File: src/common/rv_config.svh
`ifndef RV_CONFIG_SVH
`define RV_CONFIG_SVH

// ------------------------------------------------
// Data path
// ------------------------------------------------

`define XLEN 32 // Integer register width

// ------------------------------------------------
// Register file
// ------------------------------------------------

`define REG_NUM 32 // x0..x31
`define REG_AW  5  // Index width for REG_NUM entries

`endif
File: src/common/rv_pkg.sv
package rv_pkg;

	// One instruction word, seen as R-type fields or as I-type fields
	typedef union packed {
		struct packed {
			logic [6:0] funct7;
			logic [4:0] rs2;
			logic [4:0] rs1;
			logic [2:0] funct3;
			logic [4:0] rd;
			logic [6:0] opcode;
		} r;
		struct packed {
			logic [11:0] imm12; // Sign extended by the decoder
			logic [4:0]  rs1;
			logic [2:0]  funct3;
			logic [4:0]  rd;
			logic [6:0]  opcode;
		} i;
	} instr_t;

	typedef enum logic [3:0] {
		ADD   = 4'd0,
		SUB   = 4'd1,  // Flag is signed less-than
		SUBU  = 4'd2,  // Flag is unsigned less-than
		AND   = 4'd3,
		OR    = 4'd4,
		XOR   = 4'd5,
		SLL   = 4'd6,
		SRL   = 4'd7,
		SRA   = 4'd8,
		SLT   = 4'd9,
		SLTU  = 4'd10,
		PASSB = 4'd11
	} alu_op_e;

	typedef enum logic [1:0] {A_RS1 = 2'd0, A_ZERO = 2'd1, A_PC = 2'd2} alu_a_e;

	// B_SHAMT keeps only rs2[4:0]
	typedef enum logic [1:0] {B_RS2 = 2'd0, B_SHAMT = 2'd1, B_IMM = 2'd2, B_FOUR = 2'd3} alu_b_e;

	typedef enum logic [2:0] {
		BR_NONE = 3'd0,
		BR_EQ   = 3'd1,
		BR_NE   = 3'd2,
		BR_LT   = 3'd3, // blt and bltu
		BR_GE   = 3'd4  // bge and bgeu
	} br_op_e;

	typedef enum logic [2:0] {LD_NONE = 3'd0, LB, LH, LW, LBU, LHU} ld_op_e;

	typedef enum logic [1:0] {ST_NONE = 2'd0, SB, SH, SW} st_op_e;

	typedef enum logic [1:0] {M2R_ALU = 2'd0, M2R_LOAD = 2'd1, M2R_NONE = 2'd2} mem_to_reg_e;

endpackage

File: src/logic/rv_exe_top.sv
`timescale 1ns/1ps
`include "rv_config.svh"

module rv_exe_top (
	input  logic                clk,
	input  logic                rstn,
	input  rv_pkg::instr_t      instr,
	input  logic [`XLEN-1:0]    pc,
	input  logic                wb_en,    // Stands in for write-back
	input  logic [`REG_AW-1:0]  wb_addr,
	input  logic [`XLEN-1:0]    wb_data,
	output logic [`XLEN-1:0]    alu_result,
	output logic                ov_flag,
	output logic                z_flag,
	output logic                pcbranch,
	output rv_pkg::mem_to_reg_e mem_to_reg_out,
	output rv_pkg::ld_op_e      ld_op_out,
	output rv_pkg::st_op_e      st_op_out,
	output logic [`XLEN-1:0]    rd2_out,
	output logic                reg_w_out,
	output logic [`REG_AW-1:0]  wr_addr_out
);
	import rv_pkg::*;

	// id2exe
	alu_op_e          alu_op;
	alu_a_e           alu_a_sel;
	alu_b_e           alu_b_sel;
	br_op_e           br_op;
	logic [`XLEN-1:0] imm, rd1, rd2, pc_q;
	mem_to_reg_e      mem_to_reg;
	ld_op_e           ld_op;
	st_op_e           st_op;
	logic             reg_w;
	logic [`REG_AW-1:0] wr_addr;

	id_stage u_id_stage (
		.clk        (clk),
		.rstn       (rstn),
		.instr      (instr),
		.pc         (pc),
		.wb_en      (wb_en),
		.wb_addr    (wb_addr),
		.wb_data    (wb_data),
		.alu_op     (alu_op),
		.alu_a_sel  (alu_a_sel),
		.alu_b_sel  (alu_b_sel),
		.br_op      (br_op),
		.imm        (imm),
		.rd1        (rd1),
		.rd2        (rd2),
		.pc_q       (pc_q),
		.mem_to_reg (mem_to_reg),
		.ld_op      (ld_op),
		.st_op      (st_op),
		.reg_w      (reg_w),
		.wr_addr    (wr_addr)
	);

	exe_stage u_exe_stage (
		.clk            (clk),
		.rstn           (rstn),
		.alu_op         (alu_op),
		.alu_a_sel      (alu_a_sel),
		.alu_b_sel      (alu_b_sel),
		.br_op          (br_op),
		.imm            (imm),
		.rd1            (rd1),
		.rd2            (rd2),
		.pc_q           (pc_q),
		.mem_to_reg     (mem_to_reg),
		.ld_op          (ld_op),
		.st_op          (st_op),
		.reg_w          (reg_w),
		.wr_addr        (wr_addr),
		.alu_result     (alu_result),
		.ov_flag        (ov_flag),
		.z_flag         (z_flag),
		.pcbranch       (pcbranch),
		.mem_to_reg_out (mem_to_reg_out),
		.ld_op_out      (ld_op_out),
		.st_op_out      (st_op_out),
		.rd2_out        (rd2_out),
		.reg_w_out      (reg_w_out),
		.wr_addr_out    (wr_addr_out)
	);

endmodule

File: src/exe/exe_stage.sv
`timescale 1ns/1ps
`include "rv_config.svh"

module exe_stage (
	input  logic                clk,
	input  logic                rstn,
	input  rv_pkg::alu_op_e     alu_op,
	input  rv_pkg::alu_a_e      alu_a_sel,
	input  rv_pkg::alu_b_e      alu_b_sel,
	input  rv_pkg::br_op_e      br_op,
	input  logic [`XLEN-1:0]    imm,
	input  logic [`XLEN-1:0]    rd1,
	input  logic [`XLEN-1:0]    rd2,
	input  logic [`XLEN-1:0]    pc_q,
	input  rv_pkg::mem_to_reg_e mem_to_reg,
	input  rv_pkg::ld_op_e      ld_op,
	input  rv_pkg::st_op_e      st_op,
	input  logic                reg_w,
	input  logic [`REG_AW-1:0]  wr_addr,
	output logic [`XLEN-1:0]    alu_result,
	output logic                ov_flag,
	output logic                z_flag,
	output logic                pcbranch,
	output rv_pkg::mem_to_reg_e mem_to_reg_out,
	output rv_pkg::ld_op_e      ld_op_out,
	output rv_pkg::st_op_e      st_op_out,
	output logic [`XLEN-1:0]    rd2_out,
	output logic                reg_w_out,
	output logic [`REG_AW-1:0]  wr_addr_out
);
	import rv_pkg::*;

	logic [`XLEN-1:0] a, b, result;
	logic             flag;
	logic             br_taken;

	// ------------------------------------------------
	// Operand select
	// ------------------------------------------------
	always_comb
	begin
		case (alu_a_sel)
			A_ZERO:  a = '0;
			A_PC:    a = pc_q;
			default: a = rd1;
		endcase
	end

	always_comb
	begin
		case (alu_b_sel)
			B_SHAMT: b = {{(`XLEN-5){1'b0}}, rd2[4:0]};
			B_IMM:   b = imm;
			B_FOUR:  b = `XLEN'(4);
			default: b = rd2;
		endcase
	end

	alu u_alu (
		.alu_op (alu_op),
		.a      (a),
		.b      (b),
		.result (result),
		.o_flag (flag),
		.z_flag (z_flag)
	);

	// Branch decision from the compare flag and zero flag
	always_comb
	begin
		case (br_op)
			BR_EQ:   br_taken = !flag && z_flag;
			BR_NE:   br_taken = !z_flag;
			BR_LT:   br_taken = flag && !z_flag;
			BR_GE:   br_taken = !flag;
			default: br_taken = 1'b0;
		endcase
	end

	// ------------------------------------------------
	// exe2lsu register
	// ------------------------------------------------
	always_ff @(posedge clk or negedge rstn)
	begin
		if (!rstn)
		begin
			alu_result     <= '0;
			ov_flag        <= 1'b0;
			pcbranch       <= 1'b0;
			mem_to_reg_out <= M2R_ALU;
			ld_op_out      <= LD_NONE;
			st_op_out      <= ST_NONE;
			rd2_out        <= '0;
			reg_w_out      <= 1'b0;
			wr_addr_out    <= '0;
		end
		else
		begin
			alu_result     <= result; // Also the load/store address
			ov_flag        <= flag;
			pcbranch       <= br_taken;
			mem_to_reg_out <= mem_to_reg;
			ld_op_out      <= ld_op;
			st_op_out      <= st_op;
			rd2_out        <= rd2; // Store data
			reg_w_out      <= reg_w;
			wr_addr_out    <= wr_addr;
		end
	end

endmodule

File: src/decode/id_stage.sv
`timescale 1ns/1ps
`include "rv_config.svh"

module id_stage (
	input  logic                clk,
	input  logic                rstn,
	input  rv_pkg::instr_t      instr,
	input  logic [`XLEN-1:0]    pc,
	input  logic                wb_en,
	input  logic [`REG_AW-1:0]  wb_addr,
	input  logic [`XLEN-1:0]    wb_data,
	output rv_pkg::alu_op_e     alu_op,
	output rv_pkg::alu_a_e      alu_a_sel,
	output rv_pkg::alu_b_e      alu_b_sel,
	output rv_pkg::br_op_e      br_op,
	output logic [`XLEN-1:0]    imm,
	output logic [`XLEN-1:0]    rd1,
	output logic [`XLEN-1:0]    rd2,
	output logic [`XLEN-1:0]    pc_q,
	output rv_pkg::mem_to_reg_e mem_to_reg,
	output rv_pkg::ld_op_e      ld_op,
	output rv_pkg::st_op_e      st_op,
	output logic                reg_w,
	output logic [`REG_AW-1:0]  wr_addr
);
	import rv_pkg::*;

	localparam logic [6:0] OP_R      = 7'b0110011;
	localparam logic [6:0] OP_I      = 7'b0010011;
	localparam logic [6:0] OP_LUI    = 7'b0110111;
	localparam logic [6:0] OP_AUIPC  = 7'b0010111;
	localparam logic [6:0] OP_JAL    = 7'b1101111;
	localparam logic [6:0] OP_LOAD   = 7'b0000011;
	localparam logic [6:0] OP_STORE  = 7'b0100011;
	localparam logic [6:0] OP_BRANCH = 7'b1100011;

	logic [`XLEN-1:0] rs1_data, rs2_data;
	logic [`XLEN-1:0] imm_i, imm_s, imm_b, imm_u, imm_j;
	logic [2:0]       f3;

	alu_op_e     d_alu_op;
	alu_a_e      d_a_sel;
	alu_b_e      d_b_sel;
	br_op_e      d_br_op;
	mem_to_reg_e d_m2r;
	ld_op_e      d_ld_op;
	st_op_e      d_st_op;
	logic        d_reg_w;
	logic [`XLEN-1:0] d_imm;

	// funct3 to ALU op for OP and OP-IMM, sub only exists in the register form
	function automatic alu_op_e arith_op(input logic [2:0] fn3, input logic alt, input logic is_reg);
		case (fn3)
			3'b000: arith_op = (alt && is_reg) ? SUB : ADD;
			3'b001: arith_op = SLL;
			3'b010: arith_op = SLT;
			3'b011: arith_op = SLTU;
			3'b100: arith_op = XOR;
			3'b101: arith_op = alt ? SRA : SRL;
			3'b110: arith_op = OR;
			default: arith_op = AND;
		endcase
	endfunction

	reg_file u_reg_file (
		.clk      (clk),
		.rstn     (rstn),
		.rs1_addr (instr.r.rs1),
		.rs2_addr (instr.r.rs2),
		.wr_en    (wb_en),
		.wr_addr  (wb_addr),
		.wr_data  (wb_data),
		.rs1_data (rs1_data),
		.rs2_data (rs2_data)
	);

	assign f3 = instr.r.funct3;

	// ------------------------------------------------
	// Immediate formats
	// ------------------------------------------------
	assign imm_i = {{(`XLEN-12){instr.i.imm12[11]}}, instr.i.imm12};
	assign imm_s = {{(`XLEN-12){instr.r.funct7[6]}}, instr.r.funct7, instr.r.rd};
	assign imm_b = {{(`XLEN-13){instr.r.funct7[6]}}, instr.r.funct7[6], instr.r.rd[0],
		instr.r.funct7[5:0], instr.r.rd[4:1], 1'b0};
	assign imm_u = {instr.r.funct7, instr.r.rs2, instr.r.rs1, instr.r.funct3, 12'b0};
	assign imm_j = {{(`XLEN-21){instr.r.funct7[6]}}, instr.r.funct7[6], instr.r.rs1,
		instr.r.funct3, instr.r.rs2[0], instr.r.funct7[5:0], instr.r.rs2[4:1], 1'b0};

	// ------------------------------------------------
	// Control decode, anything unknown stays a bubble
	// ------------------------------------------------
	always_comb
	begin
		d_alu_op = ADD;
		d_a_sel  = A_RS1;
		d_b_sel  = B_RS2;
		d_br_op  = BR_NONE;
		d_m2r    = M2R_NONE;
		d_ld_op  = LD_NONE;
		d_st_op  = ST_NONE;
		d_reg_w  = 1'b0;
		d_imm    = '0;
		case (instr.r.opcode)
			OP_R:
			begin
				d_alu_op = arith_op(f3, instr.r.funct7[5], 1'b1);
				d_b_sel  = (f3 == 3'b001 || f3 == 3'b101) ? B_SHAMT : B_RS2;
				d_m2r    = M2R_ALU;
				d_reg_w  = 1'b1;
			end
			OP_I:
			begin
				d_alu_op = arith_op(f3, instr.i.imm12[10], 1'b0); // imm[10] picks srai
				d_b_sel  = B_IMM;
				d_imm    = imm_i;
				d_m2r    = M2R_ALU;
				d_reg_w  = 1'b1;
			end
			OP_LUI, OP_AUIPC:
			begin
				d_a_sel = (instr.r.opcode == OP_LUI) ? A_ZERO : A_PC;
				d_b_sel = B_IMM;
				d_imm   = imm_u;
				d_m2r   = M2R_ALU;
				d_reg_w = 1'b1;
			end
			OP_JAL:
			begin
				d_a_sel = A_PC; // Link value pc+4
				d_b_sel = B_FOUR;
				d_imm   = imm_j;
				d_m2r   = M2R_ALU;
				d_reg_w = 1'b1;
			end
			OP_LOAD:
			begin
				d_b_sel = B_IMM;
				d_imm   = imm_i;
				case (f3)
					3'b000: d_ld_op = LB;
					3'b001: d_ld_op = LH;
					3'b010: d_ld_op = LW;
					3'b100: d_ld_op = LBU;
					3'b101: d_ld_op = LHU;
					default: d_ld_op = LD_NONE;
				endcase
				d_reg_w = (d_ld_op != LD_NONE);
				d_m2r   = (d_ld_op != LD_NONE) ? M2R_LOAD : M2R_NONE;
			end
			OP_STORE:
			begin
				d_b_sel = B_IMM;
				d_imm   = imm_s;
				case (f3)
					3'b000: d_st_op = SB;
					3'b001: d_st_op = SH;
					3'b010: d_st_op = SW;
					default: d_st_op = ST_NONE;
				endcase
			end
			OP_BRANCH:
			begin
				d_alu_op = f3[1] ? SUBU : SUB; // bltu and bgeu have funct3[1] set
				d_imm    = imm_b;
				case (f3)
					3'b000: d_br_op = BR_EQ;
					3'b001: d_br_op = BR_NE;
					3'b100, 3'b110: d_br_op = BR_LT;
					3'b101, 3'b111: d_br_op = BR_GE;
					default: d_br_op = BR_NONE;
				endcase
			end
			default: ;
		endcase
	end

	// id2exe register
	always_ff @(posedge clk or negedge rstn)
	begin
		if (!rstn)
		begin
			alu_op     <= ADD;
			alu_a_sel  <= A_RS1;
			alu_b_sel  <= B_RS2;
			br_op      <= BR_NONE;
			imm        <= '0;
			rd1        <= '0;
			rd2        <= '0;
			pc_q       <= '0;
			mem_to_reg <= M2R_ALU;
			ld_op      <= LD_NONE;
			st_op      <= ST_NONE;
			reg_w      <= 1'b0;
			wr_addr    <= '0;
		end
		else
		begin
			alu_op     <= d_alu_op;
			alu_a_sel  <= d_a_sel;
			alu_b_sel  <= d_b_sel;
			br_op      <= d_br_op;
			imm        <= d_imm;
			rd1        <= rs1_data;
			rd2        <= rs2_data;
			pc_q       <= pc;
			mem_to_reg <= d_m2r;
			ld_op      <= d_ld_op;
			st_op      <= d_st_op;
			reg_w      <= d_reg_w;
			wr_addr    <= instr.r.rd; // Raw rd field, qualified by reg_w
		end
	end

endmodule

File: src/exe/alu.sv
`timescale 1ns/1ps
`include "rv_config.svh"

module alu (
	input  rv_pkg::alu_op_e  alu_op,
	input  logic [`XLEN-1:0] a,
	input  logic [`XLEN-1:0] b,
	output logic [`XLEN-1:0] result,
	output logic             o_flag,
	output logic             z_flag
);
	import rv_pkg::*;

	logic [`XLEN-1:0] sum, diff;
	logic [4:0]       shamt;
	logic             signed_lt, unsigned_lt, add_ovf;

	assign sum   = a + b;
	assign diff  = a - b;
	assign shamt = b[4:0]; // Only the low bits shift, also for srai

	assign signed_lt   = $signed(a) < $signed(b);
	assign unsigned_lt = a < b;

	// Same-sign operands with a sum of the other sign
	assign add_ovf = (a[`XLEN-1] == b[`XLEN-1]) && (sum[`XLEN-1] != a[`XLEN-1]);

	always_comb
	begin
		case (alu_op)
			ADD:   result = sum;
			SUB:   result = diff;
			SUBU:  result = diff;
			AND:   result = a & b;
			OR:    result = a | b;
			XOR:   result = a ^ b;
			SLL:   result = a << shamt;
			SRL:   result = a >> shamt;
			SRA:   result = $signed(a) >>> shamt;
			SLT:   result = {{(`XLEN-1){1'b0}}, signed_lt};
			SLTU:  result = {{(`XLEN-1){1'b0}}, unsigned_lt};
			PASSB: result = b;
			default: result = '0;
		endcase
	end

	// Compare result for branches, overflow for add
	always_comb
	begin
		case (alu_op)
			SUB:     o_flag = signed_lt;
			SUBU:    o_flag = unsigned_lt;
			ADD:     o_flag = add_ovf;
			default: o_flag = 1'b0;
		endcase
	end

	assign z_flag = (result == '0);

endmodule

File: src/logic/reg_file.sv
`timescale 1ns/1ps
`include "rv_config.svh"

module reg_file (
	input  logic              clk,
	input  logic              rstn,
	input  logic [`REG_AW-1:0] rs1_addr,
	input  logic [`REG_AW-1:0] rs2_addr,
	input  logic              wr_en,
	input  logic [`REG_AW-1:0] wr_addr,
	input  logic [`XLEN-1:0]  wr_data,
	output logic [`XLEN-1:0]  rs1_data,
	output logic [`XLEN-1:0]  rs2_data
);

	logic [`XLEN-1:0] regs [`REG_NUM];

	// x0 is never written, so it stays at its reset value of zero
	always_ff @(posedge clk or negedge rstn)
	begin
		if (!rstn)
		begin
			for (int i = 0; i < `REG_NUM; i++)
				regs[i] <= '0;
		end
		else if (wr_en && (wr_addr != '0))
		begin
			regs[wr_addr] <= wr_data;
		end
	end

	// Read ports, no bypass from the write port
	assign rs1_data = regs[rs1_addr];
	assign rs2_data = regs[rs2_addr];

endmodule

File: config.mk
export PLATFORM = sky130hd
export DESIGN_NAME = rv_exe_top
export DESIGN_NICKNAME = d
export VERILOG_FILES = /design/src/common/rv_pkg.sv /design/src/logic/rv_exe_top.sv /design/src/exe/exe_stage.sv /design/src/decode/id_stage.sv /design/src/exe/alu.sv /design/src/logic/reg_file.sv
export VERILOG_INCLUDE_DIRS = /design/src /design/src/common
export SDC_FILE = /design/constraint.sdc
export NUM_CORES = 2
export LEC_CHECK = 0
export BUFFER_PORTS_ARGS = -buffer_cell sky130_fd_sc_hd__buf_2
export CORE_UTILIZATION = 65
export CTS_BUF_LIST = sky130_fd_sc_hd__clkbuf_8
export CTS_CLUSTER_SIZE = 12
export DETAILED_ROUTE_END_ITERATION = 16
export PLACE_DENSITY = 0.83
export RECOVER_POWER = 100
export SYNTH_ARGS = -nofsm -noshare
export SYNTH_HDL_FRONTEND = slang
export SYNTH_SLANG_ARGS = --single-unit
File: constraint.sdc
create_clock -name clk -period 6.64 [get_ports clk]
set_input_delay 0.332 -clock clk [delete_from_list [all_inputs] [get_ports clk]]
set_output_delay 0.332 -clock clk [all_outputs]
set_load 0.02 [all_outputs]
==> run metrics <==
worst path required time 6.31 ns; share of cells above drive strength 1 41.7%; MaxCap Viol Count 50; die area 111000 µm²; Post-Syn Area 71100 µm²; library cells used by synthesis 97; initial core utilization 66.0%; number of flip-flops in the largest register 1024; cells after synthesis 5266; Filler Cell Count 6674; Yosys reg bits 1255; post-synth top area share 44.2%; Worst Tran Pin Value 5.51 ns; Rows 120; pwr/cell area 342 nW/µm²; number of global-route vias before repair 54200; CP Max Fanout 7; Clock Power Share 27.2%; slowest stage cell, crit path or4_1; total power 0.0268 W; Tcrit/Tclk final 99.1%; Root Driver clkbuf_8; setup_tns 0 ns; Peak VDD IR 0.237 mV; Final min period 6.58 ns; clk buf depth 3; Syn. warnings 0; Startpoint Class flop; first-pass GRT wire length 364000 µm; CTS tree built; Post-synth top flop dfrtp_1; P_sw 0.00978 W; die height 333 µm; sequential-to-total area share from yosys stat 44.2%; max frequency 152 MHz; die width 333 µm; Gate power share 34.1%; CTS H-tree depth 4; Iteration-0 DRC Markers 6966; synth top area cells dfrtp_1 (44%), mux4_2 (20%), mux2_2 (17%); antenna violations before repair 18; Non-Filler Instances 6952; number of buffers added on ports 183; final hold vios 0; Switching Fraction 36.4%; # setup viols final 0; status complete, but fails checks; critical path's largest stage delay 0.59 ns; Synth area leader dfrtp_1; Layout area overhead 10.3%; Worst EP arrival 6.25 ns; GPL Wtd Cong 1.13; DRC viols 0; Post-synth top cells dfrtp_1 (1255), mux2_2 (1060), mux4_2 (644), clkbuf_1 (361), nand2_1 (229); I/O pin count 184; top-count cell post-synth dfrtp_1; failing checks capacitance limit, slew limit; slew margin rel. -267%; clk_skew 0.0452 ns; GR Util All Layers 45.2%; most flop-heavy register u_id_stage.u_reg_file.regs; WL final 247000 µm; clk sink count 1255; DRT Pass-1 Iters 7; worst min-delay path class input pin to flop; Post-DP HPWL 153000 µm; post-route ant nets 0; WL/cell 35.5 µm; Clock Pin Slew Worst Setup and Hold Paths 0.07 ns; worst path cell trace inv_1, ha_4, clkbuf_4, nand2_1, o21ai_2, ha_1, a21boi_0, a31oi_1, a211oi_1, nand2_1, o21ai_0, a211o_1, or4_1, nor4_1, buf_4, nand4b_1, nor3_2, nand4_1, buf_4, inv_1, buf_2; dpl cells 6481; Post-synth ARST share 100%; Setup CP Type flop to output port; vias per cell 7.64; Final nets 5564; Post-Syn Nets 5465; Setup crit end kind output port; DR vias 53100; Flop pwr share 38.7%; CTS buffer count 201; Avg Inst Size Synth 13.5 µm²; GR Overflow Total 0; core area 108000 µm²; insertion delay to the later sink of the worst-skew pair 0.93 ns; P_int 0.0171 W; final count of pins violating max slew 2097; largest net degree at the start of global routing 151; Leak Pwr 33.9 nW; Post-synth EDFFs 0
[path summary, 6_finish.rpt]
| path | from | endpoint | slack (ns) | depth (start not counted) |
|---|---|---|---|---|
| max reg2reg | u_id_stage.alu_a_sel[0]$_DFF_PN0_ | u_exe_stage.pcbranch$_DFF_PN0_ | 1.17 | 21 |
| max | u_id_stage.alu_a_sel[0]$_DFF_PN0_ | z_flag | 0.06 | 21 |
| min in group asynchronous | rstn | u_exe_stage.mem_to_reg_out[1]$_DFF_PN0_ | 0.97 | 2 |
| max in group asynchronous | rstn | u_id_stage.u_reg_file.regs[738]$_DFFE_PN0P_ | 1.10 | 3 |
| min reg2reg | u_id_stage.mem_to_reg[0]$_DFF_PN0_ | u_exe_stage.mem_to_reg_out[0]$_DFF_PN0_ | 0.35 | 0 |
| min | pc[3] | u_id_stage.pc_q[3]$_DFF_PN0_ | 0.05 | 2 |
[logic make-up (layout without fill, tap and decap cells)]
logic type	count (synthesis)	in the layout	synth area share, %
adder cells (fa/ha/maj)	95	95	1.67
AO/OA/AOI/OAI	698	698	6.79
multiplexers	1749	1749	37.8
AND/OR/NAND/NOR	818	818	5.73
buffers and inverters	629	900	3.49
XOR/XNOR	22	22	0.271
flip-flops	1255	1255	44.2
other	0	12	0
[power by group through the flow]
stage / Sequential [W] / Clock, W / Combinational (W)
floorplan: 0.0101 / 0 / 0.00587
finish: 0.0104 / 0.00730 / 0.00914
CTS: 0.0103 / 0.00732 / 0.00876
global placement: 0.0102 / 0 / 0.00850
global route: 0.0105 / 0.00767 / 0.00952
detailed placement: 0.0104 / 0 / 0.00858
[cells in the final DEF (no fill, tap or decap), drive strengths merged, types with 72 or more instances in the layout]
cell	netlist	routed
o211ai	80	80
nand3	127	127
clkbuf	362	391
a21oi	118	118
ha	95	95
inv	103	171
dlygate4sd3	0	72
dfrtp	1255	1255
o21ai	135	135
nand2	229	229
nor2	167	167
mux4	644	644
mux2	1060	1060
buf	163	213
[what timing repair did]
action                                  CTS  global route
buffers inserted                          3             9
hold endpoints to repair                315             0
endpoints found under the setup margin    1             1
pin swaps                                 2            12
gates resized for setup                  33            56
hold buffers                             72             0
[worst max-delay path: cells and delay by family (launching register included)]
| family | cells | cell delay (ns) |
|---|---|---|
| buffers and inverters | 6 | 0.86 |
| flip-flops | 1 | 0.36 |
| AO/OA/AOI/OAI | 6 | 1.64 |
| adder cells (fa/ha/maj) | 2 | 0.62 |
| AND/OR/NAND/NOR | 7 | 1.84 |
[through the flow]
| step | instance area, µm² | setup WS (ns) | util (%) | hold WS, ns |
|---|---|---|---|---|
| after detailed placement | 73300 | 0.211 | 68.1 | 0.336 |
| after global routing | 78400 | -0.0526 | 72.8 | 0.0296 |
| after CTS | 78600 | 0.0209 | 73.0 | 0.00208 |
| after global placement | 73300 | 0.330 | 68.1 | 0.332 |
| after floorplan | 71100 | 0.643 | - | 0.0364 |
| final | 78400 | 0.0625 | 72.8 | 0.0457 |
[final cells by class]
class / instances / area (µm²) / share of cell area (%)
inverters: 104 / 390 / 0.498
clock buffers: 255 / 3510 / 4.48
flip-flops and latches: 1255 / 31400 / 40.1
multi-input cells: 3382 / 37600 / 47.9
clock inverters: 120 / 943 / 1.20
diodes: 12 / 30.0 / 0.0383
repair buffers: 421 / 2780 / 3.55
well taps: 1403 / 1760 / 2.24
[layer usage]
layer	vias to the layer above	GRT usage, %	routed length (µm)
met4	16	29.2	18900
li1	20600	-	-
met5	-	0	154
met3	1156	14.3	31200
met2	4214	66.5	111000
met1	27200	58.2	85300
Power figures use the tool's default switching activity.
